--- config.mk ---
export PLATFORM = sky130hd
export DESIGN_NAME = imager_top
export DESIGN_NICKNAME = d
export VERILOG_FILES = /design/src/hdl/di_bus_pkg.sv /design/src/hdl/imager_stream_pkg.sv /design/src/hdl/imager_top.sv /design/src/hdl/stream_capture.sv /design/src/hdl/pixel_packer.sv /design/src/hdl/imager_source.sv /design/src/hdl/imager_terminal.sv
export VERILOG_INCLUDE_DIRS = /design/src /design/src/hdl
export SDC_FILE = /design/constraint.sdc
export NUM_CORES = 2
export LEC_CHECK = 0
export BUFFER_PORTS_ARGS = -buffer_cell sky130_fd_sc_hd__buf_2
export CORE_MARGIN = 4
export CORE_UTILIZATION = 45
export DETAILED_ROUTE_END_ITERATION = 16
export GPL_TIMING_DRIVEN = 0
export PLACE_DENSITY_LB_ADDON = 0.12
export SLEW_MARGIN = 40
export SYNTH_ARGS = -nofsm -noshare
export SYNTH_HDL_FRONTEND = slang
export SYNTH_SLANG_ARGS = --single-unit
--- constraint.sdc ---
create_clock -name clk -period 5.1 [get_ports clk]
set_input_delay 1.02 -clock clk [delete_from_list [all_inputs] [get_ports clk]]
set_output_delay 1.02 -clock clk [all_outputs]
set_load 0.05 [all_outputs]
--- src/hdl/imager_consts.svh ---
`ifndef IMAGER_CONSTS_SVH
`define IMAGER_CONSTS_SVH

// stream and register bus widths.
`define PIXEL_WIDTH    10
`define DIM_WIDTH      12
`define DI_DATA_WIDTH  32
`define DI_ADDR_WIDTH  16

`define CAPTURE_DEPTH  64

// idle cycles after every line and after the last line of a frame.
`define H_BLANK        4
`define V_BLANK        16

// upper halves of the frame marker words.
`define FRAME_START_TAG 16'hF500
`define FRAME_END_TAG   16'hFE00

// imager terminal registers.
`define REG_ENABLE      16'd0
`define REG_NUM_ROWS    16'd1
`define REG_NUM_COLS    16'd2
`define REG_PIXEL_BASE  16'd3
`define REG_STREAM_SEL  16'd4
`define REG_FRAME_COUNT 16'd5

// capture terminal registers.
`define REG_CAPTURE_DATA   16'd0
`define REG_CAPTURE_STATUS 16'd1

`endif
--- src/hdl/di_bus_pkg.sv ---
`default_nettype none
`include "imager_consts.svh"

package di_bus_pkg;

   typedef logic [`DI_ADDR_WIDTH-1:0] di_addr_t;
   typedef logic [`DI_DATA_WIDTH-1:0] di_data_t;

   // terminal addresses on the register bus.
   typedef enum logic [15:0] {
      TERM_IMAGER  = 16'h0010,
      TERM_CAPTURE = 16'h0020
   } term_e;

   typedef enum logic [15:0] {
      XFER_OK          = 16'd0,
      XFER_NO_TERMINAL = 16'd1
   } xfer_status_e;

endpackage

`default_nettype wire

--- src/hdl/imager_stream_pkg.sv ---
`default_nettype none
`include "imager_consts.svh"

package imager_stream_pkg;

   typedef logic [`PIXEL_WIDTH-1:0] pixel_t;
   typedef logic [15:0]             raw_word_t;
   typedef logic [31:0]             packed_word_t;

   typedef enum logic [1:0] {
      DTYPE_FRAME_START = 2'd0,
      DTYPE_PIXEL       = 2'd1,
      DTYPE_FRAME_END   = 2'd2
   } dtype_e;

   typedef enum logic [1:0] {
      SEL_RAW    = 2'd0,
      SEL_PACKED = 2'd1
   } stream_sel_e;

   // markers carry their payload in the low half and get their tag on top.
   function automatic packed_word_t tag_word(dtype_e dtype, packed_word_t data);
      packed_word_t word;
      case (dtype)
         DTYPE_FRAME_START: word = {`FRAME_START_TAG, data[15:0]};
         DTYPE_FRAME_END:   word = {`FRAME_END_TAG, data[15:0]};
         default:           word = data;
      endcase
      return word;
   endfunction

endpackage

`default_nettype wire

--- src/hdl/imager_top.sv ---
`default_nettype none
`include "imager_consts.svh"

module imager_top
   import di_bus_pkg::*, imager_stream_pkg::*;
(
   input  wire logic      clk,
   input  wire logic      resetb,
   input  wire term_e     di_term_addr,
   input  wire di_addr_t  di_reg_addr,
   input  wire di_data_t  di_reg_datai,
   input  wire logic      di_write,
   input  wire logic      di_read,
   output di_data_t       di_reg_datao,
   output logic           di_read_rdy,
   output xfer_status_e   di_transfer_status
);

   logic                   enable;
   logic [`DIM_WIDTH-1:0]  num_rows;
   logic [`DIM_WIDTH-1:0]  num_cols;
   pixel_t                 pixel_base;
   stream_sel_e            stream_sel;
   logic [15:0]            frame_count;
   logic                   src_dv;
   dtype_e                 src_dtype;
   raw_word_t              src_data;
   logic                   pk_dv;
   dtype_e                 pk_dtype;
   packed_word_t           pk_data;
   logic                   sel_dv;
   packed_word_t           sel_data;
   di_data_t               imager_rdata;
   di_data_t               capture_rdata;
   logic                   capture_rdy;

   imager_terminal u_terminal (
      .clk          (clk),
      .resetb       (resetb),
      .di_term_addr (di_term_addr),
      .di_reg_addr  (di_reg_addr),
      .di_reg_datai (di_reg_datai),
      .di_write     (di_write),
      .frame_count  (frame_count),
      .reg_datao    (imager_rdata),
      .enable       (enable),
      .num_rows     (num_rows),
      .num_cols     (num_cols),
      .pixel_base   (pixel_base),
      .stream_sel   (stream_sel)
   );

   imager_source u_source (
      .clk         (clk),
      .resetb      (resetb),
      .enable      (enable),
      .num_rows    (num_rows),
      .num_cols    (num_cols),
      .pixel_base  (pixel_base),
      .dv          (src_dv),
      .dtype       (src_dtype),
      .data        (src_data),
      .frame_count (frame_count)
   );

   pixel_packer u_packer (
      .clk    (clk),
      .resetb (resetb),
      .dvi    (src_dv),
      .dtypei (src_dtype),
      .datai  (src_data),
      .dvo    (pk_dv),
      .dtypeo (pk_dtype),
      .datao  (pk_data)
   );

   // markers get their tag here so both paths deliver the same marker words.
   always_ff @(posedge clk) begin
      if (!resetb) begin
         sel_dv <= 1'b0;
      end else begin
         case (stream_sel)
            SEL_RAW:    sel_dv <= src_dv;
            SEL_PACKED: sel_dv <= pk_dv;
            default:    sel_dv <= 1'b0;
         endcase
      end
   end

   always_ff @(posedge clk) begin
      case (stream_sel)
         SEL_PACKED: sel_data <= tag_word(pk_dtype, pk_data);
         default:    sel_data <= tag_word(src_dtype, packed_word_t'(src_data));
      endcase
   end

   stream_capture u_capture (
      .clk          (clk),
      .resetb       (resetb),
      .enable       (enable),
      .dvi          (sel_dv),
      .datai        (sel_data),
      .di_term_addr (di_term_addr),
      .di_reg_addr  (di_reg_addr),
      .di_read      (di_read),
      .di_write     (di_write),
      .di_read_rdy  (capture_rdy),
      .reg_datao    (capture_rdata)
   );

   always_comb begin
      case (di_term_addr)
         TERM_IMAGER: begin
            di_reg_datao       = imager_rdata;
            di_read_rdy        = 1'b1;
            di_transfer_status = XFER_OK;
         end
         TERM_CAPTURE: begin
            di_reg_datao       = capture_rdata;
            di_read_rdy        = capture_rdy;
            di_transfer_status = XFER_OK;
         end
         default: begin
            di_reg_datao       = '0;
            di_read_rdy        = 1'b1;
            di_transfer_status = XFER_NO_TERMINAL;
         end
      endcase
   end

endmodule

`default_nettype wire

--- src/hdl/stream_capture.sv ---
`default_nettype none
`include "imager_consts.svh"

module stream_capture
   import di_bus_pkg::*;
(
   input  wire logic      clk,
   input  wire logic      resetb,
   input  wire logic      enable,
   input  wire logic      dvi,
   input  wire di_data_t  datai,
   input  wire term_e     di_term_addr,
   input  wire di_addr_t  di_reg_addr,
   input  wire logic      di_read,
   input  wire logic      di_write,
   output logic           di_read_rdy,
   output di_data_t       reg_datao
);

   localparam int PTR_W = $clog2(`CAPTURE_DEPTH);
   localparam logic [PTR_W:0] FULL_LEVEL = (PTR_W + 1)'(`CAPTURE_DEPTH);

   di_data_t          mem [`CAPTURE_DEPTH];
   logic [PTR_W-1:0]  wr_ptr;
   logic [PTR_W-1:0]  rd_ptr;
   logic [PTR_W:0]    level;
   logic              overflow;
   logic              empty;
   logic              full;
   logic              sel_data;
   logic              sel_status;
   logic              push;
   logic              pop;

   assign sel_data   = (di_term_addr == TERM_CAPTURE) && (di_reg_addr == `REG_CAPTURE_DATA);
   assign sel_status = (di_term_addr == TERM_CAPTURE) && (di_reg_addr == `REG_CAPTURE_STATUS);
   assign empty      = (level == '0);
   assign full       = (level == FULL_LEVEL);
   assign push       = enable && dvi && !full;
   assign pop        = di_read && sel_data && !empty;

   always_ff @(posedge clk) begin
      if (push) begin
         mem[wr_ptr] <= datai;
      end
   end

   always_ff @(posedge clk) begin
      if (!resetb) begin
         wr_ptr   <= '0;
         rd_ptr   <= '0;
         level    <= '0;
         overflow <= 1'b0;
      end else begin
         if (push) begin
            wr_ptr <= wr_ptr + 1'b1;
         end
         if (pop) begin
            rd_ptr <= rd_ptr + 1'b1;
         end
         if (push && !pop) begin
            level <= level + 1'b1;
         end else if (pop && !push) begin
            level <= level - 1'b1;
         end
         // a word dropped in the same cycle as the clear keeps the bit set.
         if (di_write && sel_status) begin
            overflow <= 1'b0;
         end
         if (enable && dvi && full) begin
            overflow <= 1'b1;
         end
      end
   end

   assign di_read_rdy = (di_reg_addr == `REG_CAPTURE_DATA) ? !empty : 1'b1;

   // the data register shows the oldest word without waiting for a pop.
   always_comb begin
      if (di_reg_addr == `REG_CAPTURE_DATA) begin
         reg_datao = empty ? '0 : mem[rd_ptr];
      end else if (di_reg_addr == `REG_CAPTURE_STATUS) begin
         reg_datao = {overflow, 15'd0, 16'(level)};
      end else begin
         reg_datao = '0;
      end
   end

   // the host pops only a word that di_read_rdy has offered.
   a_no_empty_pop: assert property (@(posedge clk) disable iff (!resetb)
      di_read && sel_data |-> !empty)
      else $error("capture FIFO popped while empty");

endmodule

`default_nettype wire

--- src/hdl/pixel_packer.sv ---
`default_nettype none

module pixel_packer
   import imager_stream_pkg::*;
(
   input  wire logic       clk,
   input  wire logic       resetb,
   input  wire logic       dvi,
   input  wire dtype_e     dtypei,
   input  wire raw_word_t  datai,
   output logic            dvo,
   output dtype_e          dtypeo,
   output packed_word_t    datao
);

   logic       have_even;
   raw_word_t  even_q;

   // a marker always restarts the pairing at an even column.
   always_ff @(posedge clk) begin
      if (!resetb) begin
         dvo       <= 1'b0;
         have_even <= 1'b0;
      end else begin
         dvo <= 1'b0;
         if (dvi) begin
            if (dtypei != DTYPE_PIXEL || have_even) begin
               dvo       <= 1'b1;
               have_even <= 1'b0;
            end else begin
               have_even <= 1'b1;
            end
         end
      end
   end

   always_ff @(posedge clk) begin
      if (dvi) begin
         if (dtypei == DTYPE_PIXEL) begin
            if (!have_even) begin
               even_q <= datai;
            end
            dtypeo <= DTYPE_PIXEL;
            datao  <= {datai, even_q};
         end else begin
            dtypeo <= dtypei;
            datao  <= packed_word_t'(datai);
         end
      end
   end

endmodule

`default_nettype wire

--- src/hdl/imager_source.sv ---
`default_nettype none
`include "imager_consts.svh"

module imager_source
   import imager_stream_pkg::*;
(
   input  wire logic                   clk,
   input  wire logic                   resetb,
   input  wire logic                   enable,
   input  wire logic [`DIM_WIDTH-1:0]  num_rows,
   input  wire logic [`DIM_WIDTH-1:0]  num_cols,
   input  wire pixel_t                 pixel_base,
   output logic                        dv,
   output dtype_e                      dtype,
   output raw_word_t                   data,
   output logic [15:0]                 frame_count
);

   localparam logic [`DIM_WIDTH-1:0] H_LAST = `DIM_WIDTH'(`H_BLANK - 1);
   localparam logic [`DIM_WIDTH-1:0] V_LAST = `DIM_WIDTH'(`V_BLANK - 1);

   typedef enum logic [2:0] {
      S_IDLE,
      S_FRAME_START,
      S_LINE,
      S_HBLANK,
      S_VBLANK,
      S_FRAME_END
   } state_e;

   state_e                 state;
   logic [`DIM_WIDTH-1:0]  rows_q;
   logic [`DIM_WIDTH-1:0]  cols_q;
   logic [`DIM_WIDTH-1:0]  row;
   logic [`DIM_WIDTH-1:0]  col;
   logic [`DIM_WIDTH-1:0]  blank_cnt;
   pixel_t                 base_q;
   pixel_t                 pixel;
   logic                   start_frame;

   // enable is only looked at between frames.
   assign start_frame = enable && (state == S_IDLE || state == S_FRAME_END);
   assign pixel = pixel_t'(base_q + row + col);

   // the frame geometry is frozen for the whole frame.
   always_ff @(posedge clk) begin
      if (start_frame) begin
         rows_q <= num_rows;
         cols_q <= num_cols;
         base_q <= pixel_base;
      end
   end

   always_ff @(posedge clk) begin
      if (!resetb) begin
         state       <= S_IDLE;
         row         <= '0;
         col         <= '0;
         blank_cnt   <= '0;
         frame_count <= '0;
      end else begin
         case (state)
            S_IDLE: begin
               if (start_frame) begin
                  state <= S_FRAME_START;
               end
            end
            S_FRAME_START: begin
               row       <= '0;
               col       <= '0;
               blank_cnt <= '0;
               if (rows_q == '0 || cols_q == '0) begin
                  state <= S_VBLANK;
               end else begin
                  state <= S_LINE;
               end
            end
            S_LINE: begin
               if (col == cols_q - 1'b1) begin
                  col   <= '0;
                  state <= S_HBLANK;
               end else begin
                  col <= col + 1'b1;
               end
            end
            S_HBLANK: begin
               if (blank_cnt == H_LAST) begin
                  blank_cnt <= '0;
                  if (row == rows_q - 1'b1) begin
                     state <= S_VBLANK;
                  end else begin
                     row   <= row + 1'b1;
                     state <= S_LINE;
                  end
               end else begin
                  blank_cnt <= blank_cnt + 1'b1;
               end
            end
            S_VBLANK: begin
               if (blank_cnt == V_LAST) begin
                  blank_cnt <= '0;
                  state     <= S_FRAME_END;
               end else begin
                  blank_cnt <= blank_cnt + 1'b1;
               end
            end
            S_FRAME_END: begin
               frame_count <= frame_count + 1'b1;
               state       <= start_frame ? S_FRAME_START : S_IDLE;
            end
            default: state <= S_IDLE;
         endcase
      end
   end

   always_ff @(posedge clk) begin
      if (!resetb) begin
         dv <= 1'b0;
      end else begin
         dv <= (state == S_FRAME_START) || (state == S_LINE) || (state == S_FRAME_END);
      end
   end

   always_ff @(posedge clk) begin
      case (state)
         S_FRAME_START: begin
            dtype <= DTYPE_FRAME_START;
            data  <= frame_count;
         end
         S_FRAME_END: begin
            dtype <= DTYPE_FRAME_END;
            data  <= raw_word_t'(rows_q);
         end
         default: begin
            dtype <= DTYPE_PIXEL;
            data  <= raw_word_t'(pixel);
         end
      endcase
   end

   // past the first blanking cycle the last word of the line has left.
   a_no_word_in_blank: assert property (@(posedge clk) disable iff (!resetb)
      (state == S_HBLANK || state == S_VBLANK) && blank_cnt != '0 |-> !dv)
      else $error("stream word emitted during blanking");

endmodule

`default_nettype wire

--- src/hdl/imager_terminal.sv ---
`default_nettype none
`include "imager_consts.svh"

module imager_terminal
   import di_bus_pkg::*, imager_stream_pkg::*;
(
   input  wire logic              clk,
   input  wire logic              resetb,
   input  wire term_e             di_term_addr,
   input  wire di_addr_t          di_reg_addr,
   input  wire di_data_t          di_reg_datai,
   input  wire logic              di_write,
   input  wire logic [15:0]       frame_count,
   output di_data_t               reg_datao,
   output logic                   enable,
   output logic [`DIM_WIDTH-1:0]  num_rows,
   output logic [`DIM_WIDTH-1:0]  num_cols,
   output pixel_t                 pixel_base,
   output stream_sel_e            stream_sel
);

   logic wr_en;

   assign wr_en = di_write && (di_term_addr == TERM_IMAGER);

   always_ff @(posedge clk) begin
      if (!resetb) begin
         enable     <= 1'b0;
         num_rows   <= '0;
         num_cols   <= '0;
         pixel_base <= '0;
         stream_sel <= SEL_RAW;
      end else if (wr_en) begin
         case (di_reg_addr)
            `REG_ENABLE:     enable     <= di_reg_datai[0];
            `REG_NUM_ROWS:   num_rows   <= di_reg_datai[`DIM_WIDTH-1:0];
            `REG_NUM_COLS:   num_cols   <= di_reg_datai[`DIM_WIDTH-1:0];
            `REG_PIXEL_BASE: pixel_base <= di_reg_datai[`PIXEL_WIDTH-1:0];
            `REG_STREAM_SEL: stream_sel <= stream_sel_e'(di_reg_datai[1:0]);
            default: ;
         endcase
      end
   end

   // reads are combinational so the bus sees them in the same cycle.
   always_comb begin
      case (di_reg_addr)
         `REG_ENABLE:      reg_datao = di_data_t'(enable);
         `REG_NUM_ROWS:    reg_datao = di_data_t'(num_rows);
         `REG_NUM_COLS:    reg_datao = di_data_t'(num_cols);
         `REG_PIXEL_BASE:  reg_datao = di_data_t'(pixel_base);
         `REG_STREAM_SEL:  reg_datao = di_data_t'(stream_sel);
         `REG_FRAME_COUNT: reg_datao = di_data_t'(frame_count);
         default:          reg_datao = '0;
      endcase
   end

   // the packer pairs pixels within a line, so every line must hold an even count.
   a_even_cols: assert property (@(posedge clk) disable iff (!resetb)
      wr_en && (di_reg_addr == `REG_NUM_COLS) |-> !di_reg_datai[0])
      else $error("odd column count written to the imager terminal");

endmodule

`default_nettype wire

Word-level counts from Yosys, hierarchy flattened
Memories as Yosys holds them, arrays and structs flattened. A register that Yosys moved wholly into a read port is not among the register bits. Index checks and enable logic that the tools add are counted.

Word-level logic and storage cells: 154. Flip-flop bits (word level): 250. Output and inout bits: 49. Memories: 1. RAM bits: 2048. Bits of input ports: 68.

Memory list: u_capture.mem (words 64, width 32, rd ports 1, clocked after Yosys merged registers in 1, write ports 1, line stream_capture.sv:23) `` di_data_t mem [`CAPTURE_DEPTH]; ``.

$add $sub $neg: 12. Equal/unequal tests: 27. Bitwise operators: 1. Reductions and logical operators: 44. Multiplexer cells: 41.

Operators with widths (number): 32-bit one-hot mux with 2 select lines (3); 32-bit 2-to-1 mux (4); 16-bit one-hot mux with 6 select lines (1); 12-bit 2-to-1 mux (5); 12-bit one-hot mux with 2 select lines (2); 12-bit by 1-bit adder with 12-bit output, second input constant (3); 12-bit one-hot mux with 3 select lines (1); 16-bit by 2-bit == test with 1-bit output, second input constant (2); 16-bit by 3-bit == test with 1-bit output, second input constant (2); 16-bit one-hot mux with 2 select lines (1); 12-bit == test (2); 12-bit logical NOT (2); 12-bit by 1-bit subtractor with 12-bit output, second input constant (2); 10-bit adder (2); 3-bit 2-to-1 mux (6); 3-bit one-hot mux with 6 select lines (1); 16-bit by 1-bit adder with 16-bit output, second input constant (1); 16-bit by 1-bit == test with 1-bit output, second input constant (1); 16-bit by 5-bit == test with 1-bit output, second input constant (1); 16-bit by 6-bit == test with 1-bit output, second input constant (1); 16-bit logical NOT (1); 16-bit 2-to-1 mux (1); 7-bit 2-to-1 mux (2); 6-bit by 1-bit adder with 6-bit output, second input constant (2); 29 further kinds (76).

Logic depth before layout (Yosys ltp)
Word-level depth: 7. Mapped depth: 16. Mapped depth without buffers: 15.

By module
From an unflattened synthesis, not the netlist that was laid out.

Cell total of the unflattened synthesis: 4744. Area total of the unflattened synthesis: 91554.1 µm².

By module, submodules not included: stream_capture (area an instance 80028.0 µm², cells each 3599, instances 1, sequential area each 62019.5 µm²); imager_source (area an instance 5849.4 µm², cells each 608, instances 1, sequential area each 2502.4 µm²); imager_terminal (area an instance 2075.7 µm², cells each 224, instances 1, sequential area each 740.7 µm²); pixel_packer (area an instance 1978.1 µm², cells each 97, instances 1, sequential area each 1541.5 µm²); imager_top (area an instance 1622.8 µm², cells each 216, instances 1, sequential area each 660.6 µm²).

Worst setup path before layout
OpenSTA, ideal clock, no wires.

Path type: input to output. From: input port di_reg_addr[9]. To: output port di_reg_datao[7]. Data required time: 4080 ps. Buffers on the path: 3. Path slack: 481 ps. Arrival time: 3599 ps. Stages on the path: 9. Cell sequence: nor4_2 -> nand4_2 -> or4_1 -> buf_2 -> nor3_2 -> nand2b_1 -> clkbuf_1 -> clkbuf_1 -> o221ai_1.

Cells in the longest elaborated chain, start to end: 3. Elaborated cells between the ends (all ways): 9. Those cells by class: eq/ne: 5; mux: 3; reduce/logical: 1.

Ends and longest elaborated chain: from (decl) (line imager_top.sv:10) `input wire di_addr_t di_reg_addr,`; 16-bit by 3-bit == test with 1-bit output, or another cell as far along (line imager_terminal.sv:47) `case (di_reg_addr)`; 16-bit one-hot mux with 6 select lines / 32-bit 2-to-1 mux (equally long branches) (line imager_terminal.sv:47, stream_capture.sv:80); 32-bit one-hot mux with 2 select lines * (line imager_top.sv:112) `case (di_term_addr)`; to (decl) (line imager_top.sv:14) `output di_data_t di_reg_datao,`.

Every way passes the cells marked *; elsewhere a longest branch is shown, timed or not.

==> flow_metrics.tcl <==
set metrics [dict create \
    setup_viol 0 \
    fin_cells 7682 \
    outcome "complete, no violations" \
    hold_violations 0 \
    wirelength_um 259000 \
    synth_warnings 0 \
    clock_power_share 0.459 \
    cts_buffers 232 \
    r2r_setup_slack_ns 1.29 \
    synth.distinct_cells 79 \
    drv_cap 0 \
    relSlewSlack 0.417 \
    tightest_slew_ns 0.875 \
    clock_sinks 2304 \
    utilization 0.545 \
    synth-seq-cells 2304 \
    setup.worst_path.start_class "flip-flop" \
    portBuffers 79 \
    fin_crit_ns 5.04 \
    grt_pass1_wl_um 363000 \
    via_per_inst 6.03 \
    switchingPower_mw 7.34 \
    p_leak_nw 34.6 \
    reg2reg_depth 10 \
    clockBufferDepth 3 \
    antenna_left 0 \
    drc 0 \
    groute.usage.overall 0.252 \
    h-tree-depth 4 \
    drt-initial-drc-count 6016 \
    placed_cells 7235 \
    period_share 0.989 \
    die_h_um 455 \
    synth.avg_cell_area_um2 21.0 \
    crit_chain "buf_4 > buf_6 > clkbuf_8 > clkbuf_8 > mux4_2 > mux4_2 > mux2i_4 > a2bb2oi_4 > o221ai_2 > buf_4" \
    die_area_mm2 0.207 \
    slew_viol_final 0 \
    ys.flop_type "edfxtp_1" \
    dp_hpwl_um 182000 \
    cp.required_ns 4.08 \
    gr-total-overflow 0 \
    async_reset_ff_frac 0 \
    skew_ns 0.0346 \
    rows 163 \
    pwr-share-comb 0.003 \
    vias 46359 \
    gp_congestion 0.840 \
    fmaxAchievable_mhz 198 \
    cp-end-kind "output pin" \
    tritoncts "yes" \
    cts_hold_buf 0 \
    ys_seq_area_frac 0.750 \
    power.internal_mw 30.3 \
    cp_slowest_cell "mux4_2" \
    place_area_mm2 0.0991 \
    routedWlPerCell_um 33.7 \
    first_pass_iters 6 \
    path_clk_slew_ns 0.06 \
    timing.rr.start "u_capture.level[1]" \
    seqPwrFrac 0.539 \
    setup_slack_ns 0.0575 \
    grt_pass1_vias 45958 \
    arrival_ns 4.02 \
    hold_class "flip-flop to flip-flop" \
    layout-drive-gt1-share 0.332 \
    timing.rr.end "u_capture.mem[40][19]" \
    power_switching_share 0.195 \
    dp_slack_ns -0.789 \
    p_per_area_mw_per_mm2 349 \
    synth_edf_count 2132 \
    nNetsFinal 4940 \
    pin_count 117 \
    core_area_mm2 0.198 \
    cp-endpoint "di_reg_datao[1]" \
    slowest_delay_ns 0.52 \
    crit_fanout 10 \
    cts_root_buf "clkbuf_16" \
    hold_path_startpoint "u_packer.datao[4]" \
    antenna_found_initial 8 \
    syn2layout_area_growth_pct 19.8 \
    whs_ns 0.442 \
    final_cell_area_mm2 0.108 \
    grt_max_degree 65 \
    worst_skew_pair.late_latency_ns 0.86 \
    critical_path_class "flip-flop to output pin" \
    peakVddDrop_uv 367 \
    initial_core_util 0.454 \
    netlist_instances 4277 \
    die_w_um 455 \
    rsz0062_at_grt "yes" \
    netlist_area_mm2 0.0900 \
]
==> through the flow <==
| stage | TNS (ns) | power (mW) |
|---|---|---|
| final | 0 | 37.7 |
| after global placement | -1781.17 | 20.8 |
| after detailed placement | -10.09 | 20.8 |
| after global routing | -0.00501 | 38.7 |
| after CTS | 0 | 38.0 |
| after floorplan | 0 | 20.8 |
==> cell usage after synthesis, types with 10 or more instances <==
cell type / number / area share
edfxtp_1: 2132 / 0.71
mux4_2: 654 / 0.16
nand2_1: 204 / 0.0085
dfxtp_1: 172 / 0.038
nor2_1: 166 / 0.0069
clkbuf_1: 126 / 0.0053
a21oi_1: 96 / 0.0053
mux2i_1: 54 / 0.0060
buf_2: 46 / 0.0026
and2_1: 43 / 0.0030
xnor2_1: 39 / 0.0038
o21ai_0: 35 / 0.0019
inv_1: 34 / 0.0014
buf_1: 30 / 0.0013
buf_4: 30 / 0.0025
nor3_1: 29 / 0.0016
xor2_1: 29 / 0.0028
and3_1: 26 / 0.0018
nand3_1: 26 / 0.0014
ha_1: 24 / 0.0033
nor2b_1: 19 / 0.0013
mux2_2: 18 / 0.0023
nor4_1: 18 / 0.0013
or3_1: 18 / 0.0013
nand4_1: 13 / 0.00090
or4_1: 13 / 0.0011
fa_1: 11 / 0.0024
a21o_1: 10 / 0.00083
a222oi_1: 10 / 0.0011
a31oi_1: 10 / 0.00070
buf_6: 10 / 0.0013
o221ai_1: 10 / 0.00097
==> routing by layer <==
layer  share of wire  vias to the layer above  track usage
met2            0.47                     1974        0.390
met3           0.075                      380       0.0451
li1                -                    18889            -
met5               0                        -            0
met4           0.029                        0       0.0701
met1            0.43                    25116        0.371
==> worst min path at each step <==
stage	endpoint	cells after the start
after global placement	sel_data[4]	2
final	sel_data[4]	2
after CTS	u_terminal.num_cols[10]	3
after floorplan	sel_data[0]	2
after detailed placement	sel_data[3]	2
after global routing	u_terminal.num_cols[11]	3
==> area by class of cell <==
type,count,area [µm²]
repair buffers,312,5170
fillers,14889,90200
diodes,3,7.51
well taps,2640,3300
inverters,35,131
plain buffers,243,1890
multi-input cells,1709,22100
flip-flops and latches,2304,67600
clock buffers,273,6050
clock inverters,163,1630
==> power by group through the flow <==
stage               clock, mW  combinational (mW)  sequential (mW)
global placement            0              0.0962             20.7
finish                   17.3               0.100             20.3
detailed placement          0              0.0974             20.7
global route             18.3               0.106             20.3
CTS                      17.6              0.0981             20.3
floorplan                   0              0.0518             20.7
==> logic make-up after synthesis <==
| family | synth area share |
|---|---|
| compound gates | 0.0183 |
| xor+xnor | 0.00662 |
| fa+ha+maj | 0.00578 |
| buf+inv | 0.0144 |
| flops | 0.750 |
| mux | 0.172 |
| other cells | 0.0000417 |
| simple gates | 0.0331 |
==> flip-flops by register name (all words and copies together), names as in the netlist, 7 cells and up, named ones only <==
signal / flops
u_capture.mem: 2048
sel_data: 32
u_packer.datao: 32
u_packer.even_q: 16
u_source.data: 16
u_source.frame_count: 16
u_source.blank_cnt: 12
u_source.col: 12
u_source.cols_q: 12
u_source.row: 12
u_source.rows_q: 12
u_terminal.num_cols: 12
u_terminal.num_rows: 12
u_source.base_q: 10
u_terminal.pixel_base: 10
u_capture.level: 7
==> cell usage in the layout, fill, tap and decap left out, types with 31 or more instances in the layout <==
cell type,count
nand2_1,203
clkinv_2,57
buf_4,56
dfxtp_4,34
nor2_1,102
buf_2,84
mux2i_1,35
a21oi_1,95
edfxtp_1,2132
dfxtp_1,138
clkbuf_1,94
xnor2_1,39
bufinv_16,31
buf_16,97
clkbuf_16,236
mux4_2,654
o21ai_0,34
and2_1,43
inv_1,34
nor2_4,64
clkinv_1,54
clkbuf_2,44
buf_12,38
buf_8,106
buf_6,35
==> critical path: cells and delay by family (launching register included) <==
kind                   cells  cell delay [ns]
AOI/OAI and AO/OA          2             0.40
buffers and inverters      5             1.25
DFF                        1             0.31
muxes                      3             1.19
==> timing repair <==
action | in CTS | in global routing
gates cloned | 1 | 1
resized for setup | 243 | 26
buffers inserted | 4 | 0
setup endpoints to repair | 32 | 25
pin swaps | 4 | 1
(Power assumes the default switching activity.)
